$ cat src/rtl/mips_ctrl_pkg.sv
`default_nettype none

package mips_ctrl_pkg;

	// instruction field positions
	localparam int op_msb    = 31;
	localparam int op_lsb    = 26;
	localparam int rs_msb    = 25;
	localparam int rs_lsb    = 21;
	localparam int rt_msb    = 20;
	localparam int rt_lsb    = 16;
	localparam int funct_msb = 5;
	localparam int funct_lsb = 0;

	localparam int reg_addr_w = 5; // width of a register specifier

	// destination register select
	localparam logic [1:0] reg_dst_rd = 2'd0;
	localparam logic [1:0] reg_dst_rt = 2'd1;
	localparam logic [1:0] reg_dst_ra = 2'd2;

	// regimm rt[4:1] groups
	localparam logic [3:0] regimm_plain = 4'b0000; // bltz, bgez
	localparam logic [3:0] regimm_link  = 4'b1000; // bltzal, bgezal

	localparam logic [31:0] eret_word = 32'h4200_0018;

	typedef enum logic [5:0] {
		op_r_type = 6'h00, op_regimm = 6'h01, op_j    = 6'h02, op_jal   = 6'h03,
		op_beq    = 6'h04, op_bne    = 6'h05, op_blez = 6'h06, op_bgtz  = 6'h07,
		op_addi   = 6'h08, op_addiu  = 6'h09, op_slti = 6'h0a, op_sltiu = 6'h0b,
		op_andi   = 6'h0c, op_ori    = 6'h0d, op_xori = 6'h0e, op_lui   = 6'h0f,
		op_cop0   = 6'h10,
		op_lb     = 6'h20, op_lh     = 6'h21, op_lw   = 6'h23, op_lbu   = 6'h24,
		op_lhu    = 6'h25,
		op_sb     = 6'h28, op_sh     = 6'h29, op_sw   = 6'h2b
	} opcode_e;

	typedef enum logic [5:0] {
		fn_sll     = 6'h00, fn_srl   = 6'h02, fn_sra   = 6'h03,
		fn_sllv    = 6'h04, fn_srlv  = 6'h06, fn_srav  = 6'h07,
		fn_jr      = 6'h08, fn_jalr  = 6'h09,
		fn_syscall = 6'h0c, fn_break = 6'h0d,
		fn_mfhi    = 6'h10, fn_mthi  = 6'h11, fn_mflo  = 6'h12, fn_mtlo = 6'h13,
		fn_mult    = 6'h18, fn_multu = 6'h19, fn_div   = 6'h1a, fn_divu = 6'h1b,
		fn_add     = 6'h20, fn_addu  = 6'h21, fn_sub   = 6'h22, fn_subu = 6'h23,
		fn_and     = 6'h24, fn_or    = 6'h25, fn_xor   = 6'h26, fn_nor  = 6'h27,
		fn_slt     = 6'h2a, fn_sltu  = 6'h2b
	} funct_e;

	// cop0 rs field
	typedef enum logic [4:0] {
		cp0_mfc0 = 5'h00,
		cp0_mtc0 = 5'h04,
		cp0_co   = 5'h10 // eret lives here
	} cp0_rs_e;

	// cause register ExcCode values
	typedef enum logic [4:0] {
		exc_none    = 5'd0,
		exc_syscall = 5'd8,
		exc_break   = 5'd9,
		exc_ri      = 5'd10
	} exc_code_e;

endpackage

`default_nettype wire

$ cat src/rtl/main_decoder.sv
`timescale 1ns/10ps
`default_nettype none

module main_decoder (
	input  wire        clk,
	input  wire        arst_n,
	input  wire [31:0] instr_d,
	input  wire        flush_e,
	input  wire        flush_m,
	output logic       sign_ext_d,
	output logic [1:0] reg_dst_e,
	output logic       alu_imm_sel_e,
	output logic       reg_write_en_e,
	output logic       hilo_wen_e,
	output logic       mem_read_en_e,
	output logic       mem_write_en_e,
	output logic       mem_read_en_m,
	output logic       mem_write_en_m,
	output logic       reg_write_en_m,
	output logic       mem_to_reg_m,
	output logic       hilo_to_reg_m,
	output logic       ri_m,
	output logic       break_m,
	output logic       syscall_m,
	output logic       eret_m,
	output logic       cp0_wen_m,
	output logic       cp0_to_reg_m
);

	mips_ctrl_pkg::opcode_e opcode;
	mips_ctrl_pkg::funct_e  funct;
	mips_ctrl_pkg::cp0_rs_e rs;
	logic [mips_ctrl_pkg::reg_addr_w-1:0] rt;

	logic [1:0] reg_dst_d;
	logic alu_imm_sel_d, reg_write_en_d, mem_read_en_d, mem_write_en_d, mem_to_reg_d;
	logic hilo_wen_d, hilo_to_reg_d, cp0_wen_d, cp0_to_reg_d;
	logic ri_d, break_d, syscall_d, eret_d;

	// E copies of bits that only surface in M
	logic mem_to_reg_e, hilo_to_reg_e, cp0_wen_e, cp0_to_reg_e;
	logic ri_e, break_e, syscall_e, eret_e;

	assign opcode = mips_ctrl_pkg::opcode_e'(instr_d[mips_ctrl_pkg::op_msb:mips_ctrl_pkg::op_lsb]);
	assign funct  = mips_ctrl_pkg::funct_e'(
		instr_d[mips_ctrl_pkg::funct_msb:mips_ctrl_pkg::funct_lsb]);
	assign rs     = mips_ctrl_pkg::cp0_rs_e'(instr_d[mips_ctrl_pkg::rs_msb:mips_ctrl_pkg::rs_lsb]);
	assign rt     = instr_d[mips_ctrl_pkg::rt_msb:mips_ctrl_pkg::rt_lsb];

	// logic immediates are zero extended
	assign sign_ext_d = !(opcode inside {mips_ctrl_pkg::op_andi, mips_ctrl_pkg::op_ori,
		mips_ctrl_pkg::op_xori, mips_ctrl_pkg::op_lui});

	always_comb begin
		reg_dst_d      = mips_ctrl_pkg::reg_dst_rd;
		alu_imm_sel_d  = 1'b0;
		reg_write_en_d = 1'b0;
		mem_read_en_d  = 1'b0;
		mem_write_en_d = 1'b0;
		mem_to_reg_d   = 1'b0;
		hilo_wen_d     = 1'b0;
		hilo_to_reg_d  = 1'b0;
		cp0_wen_d      = 1'b0;
		cp0_to_reg_d   = 1'b0;
		ri_d           = 1'b0;
		break_d        = 1'b0;
		syscall_d      = 1'b0;
		eret_d         = 1'b0;
		case (opcode)
			mips_ctrl_pkg::op_r_type: begin
				case (funct)
					mips_ctrl_pkg::fn_add, mips_ctrl_pkg::fn_addu, mips_ctrl_pkg::fn_sub,
					mips_ctrl_pkg::fn_subu, mips_ctrl_pkg::fn_slt, mips_ctrl_pkg::fn_sltu,
					mips_ctrl_pkg::fn_and, mips_ctrl_pkg::fn_or, mips_ctrl_pkg::fn_xor,
					mips_ctrl_pkg::fn_nor, mips_ctrl_pkg::fn_sll, mips_ctrl_pkg::fn_srl,
					mips_ctrl_pkg::fn_sra, mips_ctrl_pkg::fn_sllv, mips_ctrl_pkg::fn_srlv,
					mips_ctrl_pkg::fn_srav:
						reg_write_en_d = 1'b1; // writes rd
					mips_ctrl_pkg::fn_mfhi, mips_ctrl_pkg::fn_mflo: begin
						reg_write_en_d = 1'b1;
						hilo_to_reg_d  = 1'b1;
					end
					mips_ctrl_pkg::fn_mult, mips_ctrl_pkg::fn_multu, mips_ctrl_pkg::fn_div,
					mips_ctrl_pkg::fn_divu, mips_ctrl_pkg::fn_mthi, mips_ctrl_pkg::fn_mtlo:
						hilo_wen_d = 1'b1;
					mips_ctrl_pkg::fn_jr: ; // no register or memory effect
					mips_ctrl_pkg::fn_jalr: begin
						reg_write_en_d = 1'b1; // link always goes to $ra here
						reg_dst_d      = mips_ctrl_pkg::reg_dst_ra;
					end
					mips_ctrl_pkg::fn_syscall: syscall_d = 1'b1;
					mips_ctrl_pkg::fn_break:   break_d   = 1'b1;
					default: ri_d = 1'b1;
				endcase
			end
			mips_ctrl_pkg::op_regimm: begin
				if (rt[4:1] == mips_ctrl_pkg::regimm_link) begin
					reg_write_en_d = 1'b1;
					reg_dst_d      = mips_ctrl_pkg::reg_dst_ra;
				end else if (rt[4:1] != mips_ctrl_pkg::regimm_plain) begin
					ri_d = 1'b1;
				end
			end
			mips_ctrl_pkg::op_j, mips_ctrl_pkg::op_beq, mips_ctrl_pkg::op_bne,
			mips_ctrl_pkg::op_blez, mips_ctrl_pkg::op_bgtz: ; // resolved elsewhere
			mips_ctrl_pkg::op_jal: begin
				reg_write_en_d = 1'b1;
				reg_dst_d      = mips_ctrl_pkg::reg_dst_ra;
			end
			mips_ctrl_pkg::op_addi, mips_ctrl_pkg::op_addiu, mips_ctrl_pkg::op_slti,
			mips_ctrl_pkg::op_sltiu, mips_ctrl_pkg::op_andi, mips_ctrl_pkg::op_ori,
			mips_ctrl_pkg::op_xori, mips_ctrl_pkg::op_lui: begin
				reg_write_en_d = 1'b1;
				reg_dst_d      = mips_ctrl_pkg::reg_dst_rt;
				alu_imm_sel_d  = 1'b1;
			end
			mips_ctrl_pkg::op_lb, mips_ctrl_pkg::op_lh, mips_ctrl_pkg::op_lw,
			mips_ctrl_pkg::op_lbu, mips_ctrl_pkg::op_lhu: begin
				reg_write_en_d = 1'b1;
				reg_dst_d      = mips_ctrl_pkg::reg_dst_rt;
				alu_imm_sel_d  = 1'b1; // address = base + offset
				mem_read_en_d  = 1'b1;
				mem_to_reg_d   = 1'b1;
			end
			mips_ctrl_pkg::op_sb, mips_ctrl_pkg::op_sh, mips_ctrl_pkg::op_sw: begin
				alu_imm_sel_d  = 1'b1;
				mem_write_en_d = 1'b1;
			end
			mips_ctrl_pkg::op_cop0: begin
				case (rs)
					mips_ctrl_pkg::cp0_mfc0: begin
						reg_write_en_d = 1'b1;
						reg_dst_d      = mips_ctrl_pkg::reg_dst_rt;
						cp0_to_reg_d   = 1'b1;
					end
					mips_ctrl_pkg::cp0_mtc0: cp0_wen_d = 1'b1;
					mips_ctrl_pkg::cp0_co: begin
						eret_d = (instr_d == mips_ctrl_pkg::eret_word);
						ri_d   = (instr_d != mips_ctrl_pkg::eret_word); // other co ops unsupported
					end
					default: ri_d = 1'b1;
				endcase
			end
			default: ri_d = 1'b1;
		endcase
	end

	// ID/EX
	always_ff @(posedge clk or negedge arst_n) begin
		if (!arst_n) begin
			{reg_dst_e, alu_imm_sel_e, reg_write_en_e, hilo_wen_e} <= '0;
			{mem_read_en_e, mem_write_en_e, mem_to_reg_e, hilo_to_reg_e} <= '0;
			{cp0_wen_e, cp0_to_reg_e, ri_e, break_e, syscall_e, eret_e} <= '0;
		end else if (flush_e) begin // bubble
			{reg_dst_e, alu_imm_sel_e, reg_write_en_e, hilo_wen_e} <= '0;
			{mem_read_en_e, mem_write_en_e, mem_to_reg_e, hilo_to_reg_e} <= '0;
			{cp0_wen_e, cp0_to_reg_e, ri_e, break_e, syscall_e, eret_e} <= '0;
		end else begin
			reg_dst_e      <= reg_dst_d;
			alu_imm_sel_e  <= alu_imm_sel_d;
			reg_write_en_e <= reg_write_en_d;
			hilo_wen_e     <= hilo_wen_d;
			mem_read_en_e  <= mem_read_en_d;
			mem_write_en_e <= mem_write_en_d;
			mem_to_reg_e   <= mem_to_reg_d;
			hilo_to_reg_e  <= hilo_to_reg_d;
			cp0_wen_e      <= cp0_wen_d;
			cp0_to_reg_e   <= cp0_to_reg_d;
			{ri_e, break_e, syscall_e, eret_e} <= {ri_d, break_d, syscall_d, eret_d};
		end
	end

	// EX/MEM
	always_ff @(posedge clk or negedge arst_n) begin
		if (!arst_n) begin
			{mem_read_en_m, mem_write_en_m, reg_write_en_m, mem_to_reg_m} <= '0;
			{hilo_to_reg_m, cp0_wen_m, cp0_to_reg_m} <= '0;
			{ri_m, break_m, syscall_m, eret_m} <= '0;
		end else if (flush_m) begin
			{mem_read_en_m, mem_write_en_m, reg_write_en_m, mem_to_reg_m} <= '0;
			{hilo_to_reg_m, cp0_wen_m, cp0_to_reg_m} <= '0;
			{ri_m, break_m, syscall_m, eret_m} <= '0;
		end else begin
			mem_read_en_m  <= mem_read_en_e;
			mem_write_en_m <= mem_write_en_e;
			reg_write_en_m <= reg_write_en_e;
			mem_to_reg_m   <= mem_to_reg_e;
			hilo_to_reg_m  <= hilo_to_reg_e;
			cp0_wen_m      <= cp0_wen_e;
			cp0_to_reg_m   <= cp0_to_reg_e;
			{ri_m, break_m, syscall_m, eret_m} <= {ri_e, break_e, syscall_e, eret_e};
		end
	end

	a_no_rd_wr_e: assert property (@(posedge clk) disable iff (!arst_n)
		!(mem_read_en_e && mem_write_en_e));

	// exception unit relies on one cause per instruction
	a_one_exc_m: assert property (@(posedge clk) disable iff (!arst_n)
		$onehot0({ri_m, break_m, syscall_m, eret_m}));

endmodule

`default_nettype wire

$ cat src/rtl/hazard_unit.sv
`timescale 1ns/10ps
`default_nettype none

module hazard_unit (
	input  wire        clk,
	input  wire        arst_n,
	input  wire [31:0] instr_d,
	input  wire        mem_read_en_e,
	input  wire        exc_flush,
	output logic       stall_d,
	output logic       flush_e
);

	logic [mips_ctrl_pkg::reg_addr_w-1:0] rs_d, rt_d;
	logic [mips_ctrl_pkg::reg_addr_w-1:0] rt_e; // load target of the instruction in E

	assign rs_d = instr_d[mips_ctrl_pkg::rs_msb:mips_ctrl_pkg::rs_lsb];
	assign rt_d = instr_d[mips_ctrl_pkg::rt_msb:mips_ctrl_pkg::rt_lsb];

	always_ff @(posedge clk or negedge arst_n) begin
		if (!arst_n)
			rt_e <= '0;
		else if (flush_e)
			rt_e <= '0; // bubble carries no destination
		else
			rt_e <= rt_d;
	end

	// $zero never causes a load-use stall
	assign stall_d = mem_read_en_e && (rt_e != '0) && ((rt_e == rs_d) || (rt_e == rt_d))
		&& !exc_flush;
	assign flush_e = stall_d || exc_flush;

	// decoder must turn the stalled load into a bubble
	a_stall_bubble: assert property (@(posedge clk) disable iff (!arst_n)
		stall_d |=> !mem_read_en_e);

endmodule

`default_nettype wire

$ cat src/rtl/exception_unit.sv
`timescale 1ns/10ps
`default_nettype none

module exception_unit (
	input  wire                      ri_m,
	input  wire                      break_m,
	input  wire                      syscall_m,
	input  wire                      eret_m,
	output logic                     exc_valid,
	output mips_ctrl_pkg::exc_code_e exc_code,
	output logic                     exc_flush
);

	// fixed priority, ri first
	always_comb begin
		if (ri_m)
			exc_code = mips_ctrl_pkg::exc_ri;
		else if (break_m)
			exc_code = mips_ctrl_pkg::exc_break;
		else if (syscall_m)
			exc_code = mips_ctrl_pkg::exc_syscall;
		else
			exc_code = mips_ctrl_pkg::exc_none;
	end

	assign exc_valid = (exc_code != mips_ctrl_pkg::exc_none);

	// eret is not an exception but still redirects fetch
	assign exc_flush = exc_valid || eret_m;

endmodule

`default_nettype wire

$ cat src/rtl/mips_ctrl_top.sv
`timescale 1ns/10ps
`default_nettype none

module mips_ctrl_top (
	input  wire                      clk,
	input  wire                      arst_n,
	input  wire [31:0]               instr_d,
	output logic                     stall_d,
	output logic                     sign_ext_d,
	output logic [1:0]               reg_dst_e,
	output logic                     alu_imm_sel_e,
	output logic                     reg_write_en_e,
	output logic                     hilo_wen_e,
	output logic                     mem_read_en_e,
	output logic                     mem_write_en_e,
	output logic                     mem_read_en_m,
	output logic                     mem_write_en_m,
	output logic                     reg_write_en_m,
	output logic                     mem_to_reg_m,
	output logic                     hilo_to_reg_m,
	output logic                     ri_m,
	output logic                     break_m,
	output logic                     syscall_m,
	output logic                     eret_m,
	output logic                     cp0_wen_m,
	output logic                     cp0_to_reg_m,
	output logic                     exc_valid,
	output mips_ctrl_pkg::exc_code_e exc_code
);

	logic flush_e;   // from hazard unit
	logic exc_flush; // squashes E and M

	main_decoder u_main_decoder (
		.clk            (clk),
		.arst_n         (arst_n),
		.instr_d        (instr_d),
		.flush_e        (flush_e),
		.flush_m        (exc_flush),
		.sign_ext_d     (sign_ext_d),
		.reg_dst_e      (reg_dst_e),
		.alu_imm_sel_e  (alu_imm_sel_e),
		.reg_write_en_e (reg_write_en_e),
		.hilo_wen_e     (hilo_wen_e),
		.mem_read_en_e  (mem_read_en_e),
		.mem_write_en_e (mem_write_en_e),
		.mem_read_en_m  (mem_read_en_m),
		.mem_write_en_m (mem_write_en_m),
		.reg_write_en_m (reg_write_en_m),
		.mem_to_reg_m   (mem_to_reg_m),
		.hilo_to_reg_m  (hilo_to_reg_m),
		.ri_m           (ri_m),
		.break_m        (break_m),
		.syscall_m      (syscall_m),
		.eret_m         (eret_m),
		.cp0_wen_m      (cp0_wen_m),
		.cp0_to_reg_m   (cp0_to_reg_m)
	);

	hazard_unit u_hazard_unit (
		.clk           (clk),
		.arst_n        (arst_n),
		.instr_d       (instr_d),
		.mem_read_en_e (mem_read_en_e),
		.exc_flush     (exc_flush),
		.stall_d       (stall_d),
		.flush_e       (flush_e)
	);

	exception_unit u_exception_unit (
		.ri_m      (ri_m),
		.break_m   (break_m),
		.syscall_m (syscall_m),
		.eret_m    (eret_m),
		.exc_valid (exc_valid),
		.exc_code  (exc_code),
		.exc_flush (exc_flush)
	);

endmodule

`default_nettype wire

$ cat config.mk
export PLATFORM = sky130hd
export DESIGN_NAME = mips_ctrl_top
export DESIGN_NICKNAME = d
export VERILOG_FILES = /design/src/rtl/mips_ctrl_pkg.sv /design/src/rtl/main_decoder.sv /design/src/rtl/hazard_unit.sv /design/src/rtl/exception_unit.sv /design/src/rtl/mips_ctrl_top.sv
export SDC_FILE = /design/constraint.sdc
export NUM_CORES = 1
export LEC_CHECK = 0
export BUFFER_PORTS_ARGS = -buffer_cell sky130_fd_sc_hd__buf_2
export CAP_MARGIN = 20
export CORE_ASPECT_RATIO = 1.2
export CORE_UTILIZATION = 40
export DETAILED_ROUTE_END_ITERATION = 7
export PLACE_DENSITY = 0.68
export SLEW_MARGIN = 20
export SYNTH_ARGS = -nofsm -noshare
export SYNTH_HDL_FRONTEND = slang
export SYNTH_SLANG_ARGS = --single-unit
$ cat constraint.sdc
create_clock -name clk -period 2.4 [get_ports clk]
set_clock_uncertainty 0.15 [all_clocks]
set_input_delay 0.24 -clock clk [delete_from_list [all_inputs] [get_ports clk]]
set_output_delay 0.24 -clock clk [all_outputs]
set_load 0.01 [all_outputs]
==> results.md <==
- The worst hold path belongs to the class in -> reg.
- Measured against its own limit, the worst slew margin works out to 60.2%.
- The synthesized area divided by synthesized cell count is 9.95 um^2.
- The achievable frequency is 0.460 GHz.
- The startpoint type of the worst setup path is a flop.
- The total of hold buffers inserted after clock tree synthesis is 1.
- The final layout contains routed wiring with a total length of 3310 um.
- The number of nets at the end of the flow is 243.
- The first routing iteration left 57 violations.
- Once the floorplan was initialized, standard cells occupied 43.2% of the core.
- The first global-routing pass estimated 5640 um of wire.
- The H-tree depth is 2.
- The die boundary height is 68.9 um.
- Post-CTS timing repair inserted 0 buffers for setup.
- The final number of hold-violating endpoints is 0.
- The post-detailed-route via-to-cell ratio is 5.39.
- Synthesis produced a netlist whose cell count is 150.
- The routed length per instance is 13.4 um.
- The TritonCTS clock tree is yes.
- The worst setup path is of the reg -> reg kind.
- The setup total negative slack is 0 ns.
- In this run the cell area measured after placement is 1790 um^2.
- The leftover overflow at the end of global routing is 0.
- The number of antenna violations at the first check in global routing came to 0.
- The required time of the critical path is 2.42 ns.
- The die covers 3980 um^2.
- Detailed placement finished with a half-perimeter wire length of 2650 um.
- After layout, the worst path uses 90.5% of the clock period.
- The async set or reset register ratio after synthesis is 100%.
- Sequential cells were found to cover 48.6% of the synthesized design area.
- The count of antenna diodes in the layout is 0.
- STA classifies the critical path endpoint as a flop.
- At the later pin of the worst-skew pair, clock insertion delay measures 0.28 ns.
- Setup slack on the worst reg-to-reg path comes out at 0.23 ns.
- Clock tree synthesis selected as its root buffer the cell sky130_fd_sc_hd__clkbuf_8.
- The number of max-slew violations in the final report was 0.
- The leakage power is 0.000947 uW.
- The clock transition at the registers of the reported paths is 0.06 ns.
- After clock tree synthesis, the repair step resized 0 gates.
- The peak supply drop is 0.446 mV.
- The number of buffers inserted during clock tree synthesis is 5.
- The endpoint identified for the worst register-to-register timing path is u_main_decoder.cp0_wen_e.
- Across the run, the number of max-cap violations was 0.
- The most used flip-flop cell after synthesis is sky130_fd_sc_hd__dfrtp_1.
- Global routing used 19.4% of the available tracks across all layers.
- The worst hold path passes through 2 cells.
- The synthesized netlist occupies a cell area of 1490 um^2.
- Fill cells in the final layout number 313.
- Once detail routing completed, the nets flagged for antenna violations numbered 0.
- The via count of the first global-routing pass was 1228.
- The layout-stage area growth over the synthesis result is 29.8%.
- Setup violations remaining at the end of the flow were counted as 0.
- The sequential cell area is 726 um^2.
- The number of flip-flops under the largest register name is 5.
- The largest registers in the layout are u_hazard_unit.rt_e: 5 flops, u_main_decoder.reg_dst_e: 2 flops.
- The path with the worst hold slack has its endpoint at u_main_decoder.cp0_to_reg_e.
- The checks that failed: design-rule violations.
- Entering global routing, the biggest net connects 30 pins.
- Synthesis inferred 29 register bits.
- The launching point of the worst reg2reg path is u_hazard_unit.rt_e[1].
- After floorplanning, the core was sized to cover 3450 um^2.
- The number of cells on the worst reg-to-reg path is 4.
- The area taken by multi-input logic gates is 718 um^2.
- The slew at the pin closest to its max-slew limit is 0.597 ns.
- The die width is 57.8 um.
- In this run the core area contains 23 standard-cell rows.
- The via count is 1332.
- The hold path startpoint is instr_d[23].
- The count of buffers inserted at the top-level ports is 57.
- The share of layout cells above drive strength 1 is 32.9%.
- The weighted congestion at the end of routability-driven global placement is 0.793.
- The clock passes through at most 2 buffers.
- After routing the design area is 1940 um^2.
- The flow ran to the end, but the final reports show violations.
- During I/O placement, the number of pins put on the boundary was 60.
- The number of sinks driven by the clock tree is 29.
- The minimum period implied by the final worst setup slack is 2.17 ns.
- The final routed DRC violation total is 5.
- u_hazard_unit.rt_e holds more flip-flops than any other register.
- Of all nets on the critical path, the largest fanout is 10.
- Setup repair after global routing left no endpoint under its margin.
- The post-synthesis cell type count is 38.
- Once layout is complete, the utilization of the core stands at 56.1%.
- The number of detailed-route iterations in the first pass is 6.
- The power per cell area is 714 nW/um^2.
- The number of warnings printed during yosys synthesis is 0.
- The worst path arrival time is 2.19 ns.
- In this run, synthesis inferred 0 flip-flops with an integrated enable.
==> cells in the final DEF (no fill, tap or decap), drive strengths merged, types with 2 or more instances in the layout <==
master  netlist  layout
a21oi        10      10
nand2         8       8
o31a          2       2
nor4          6       6
or3           3       3
clkbuf        5       5
conb          1       2
nor3          4       4
xnor2        10      10
and2         16      16
o32ai         2       2
nor2b         2       2
buf           4      59
nor4b         4       4
or4           4       4
o21a          4       4
nand3         5       5
nor2          8       8
a211oi        2       2
bufinv        0       2
dfrtp        29      29
nand2b        4       4
==> critical path: stages, from the launching register on <==
cell and delay (ns):
sky130_fd_sc_hd__dfrtp_1 0.41, sky130_fd_sc_hd__or4_1 0.55, sky130_fd_sc_hd__o21a_1 0.21, sky130_fd_sc_hd__a211o_1 0.39
sky130_fd_sc_hd__nor4b_1 0.34
==> cells by family (layout without fill, tap and decap cells) <==
group           Yosys count  in the layout  share of synthesized area [%]
simple gates             71             71                           28.2
flops                    29             29                           48.6
compound gates           28             28                           12.8
xor+xnor                 10             10                           5.87
buf+inv                  10             69                           3.52
other cells               1              2                          0.251
mux                       1              1                          0.754
==> routing by layer <==
metal	up-vias	wire [um]	GRT usage, %	share of wire (%)
li1	653	-	-	-
met1	623	1320	22.0	40
met3	8	153	4.10	4.6
met5	-	0	0	0
met2	48	1760	34.9	53
met4	0	77	9.52	2.3
==> layout make-up <==
type / count / area share [%]
multi-input combinational: 112 / 37.1
tap: 37 / 2.39
clock buffer: 5 / 3.55
timing repair buffer: 60 / 16.0
sequential: 29 / 37.4
clock inverter: 3 / 3.36
inverter: 1 / 0.194
==> cell usage after synthesis (all sizes together), types with 2 or more instances <==
library cell / count / share of area (%)
nand2b: 4 / 1.7
a211oi: 2 / 1.0
or4: 4 / 2.0
and2: 16 / 6.7
xnor2: 10 / 5.9
o32ai: 2 / 1.2
dfrtp: 29 / 49
nor4b: 4 / 2.3
o21a: 4 / 2.0
nor3: 4 / 1.3
buf: 4 / 2.0
a21oi: 10 / 3.4
o31a: 2 / 1.2
nor2: 8 / 2.0
nand3: 5 / 1.7
nor2b: 2 / 0.84
clkbuf: 5 / 1.3
nand2: 8 / 2.0
or3: 3 / 1.3
nor4: 6 / 2.5
==> how the worst max path moves through the flow <==
stage / startpoint / endpoint / slack, ns
2_1_floorplan: instr_d[7] / u_main_decoder.ri_e / 0.31
3_3_place_gp: instr_d[7] / u_main_decoder.ri_e / 0.17
3_5_place_dp: instr_d[7] / u_main_decoder.ri_e / 0.13
4_1_cts: u_hazard_unit.rt_e[1] / u_main_decoder.cp0_wen_e / 0.22
5_1_grt: u_hazard_unit.rt_e[1] / u_main_decoder.cp0_wen_e / 0.1
6_report: u_hazard_unit.rt_e[1] / u_main_decoder.cp0_wen_e / 0.23
==> stage by stage <==
stage | hold slack, ns | power (uW) | setup slack, ns | cells
floorplan | -0.206 | 696 | 0.306 | 151
global placement | 0.131 | 790 | 0.170 | 238
detailed placement | 0.144 | 799 | 0.129 | 238
CTS | 0.0566 | 1400 | 0.218 | 247
global route | 0.0677 | 1450 | 0.0973 | 247
finish | 0.0629 | 1380 | 0.228 | 247
==> report_power, final <==
group | switching, uW | total, uW | internal (uW)
sequential | 22.9 | 539 | 517
clock | 182 | 594 | 412
combinational | 135 | 250 | 115
total | 340 | 1380 | 1040
No activity file was read; power rests on OpenSTA's default activity.
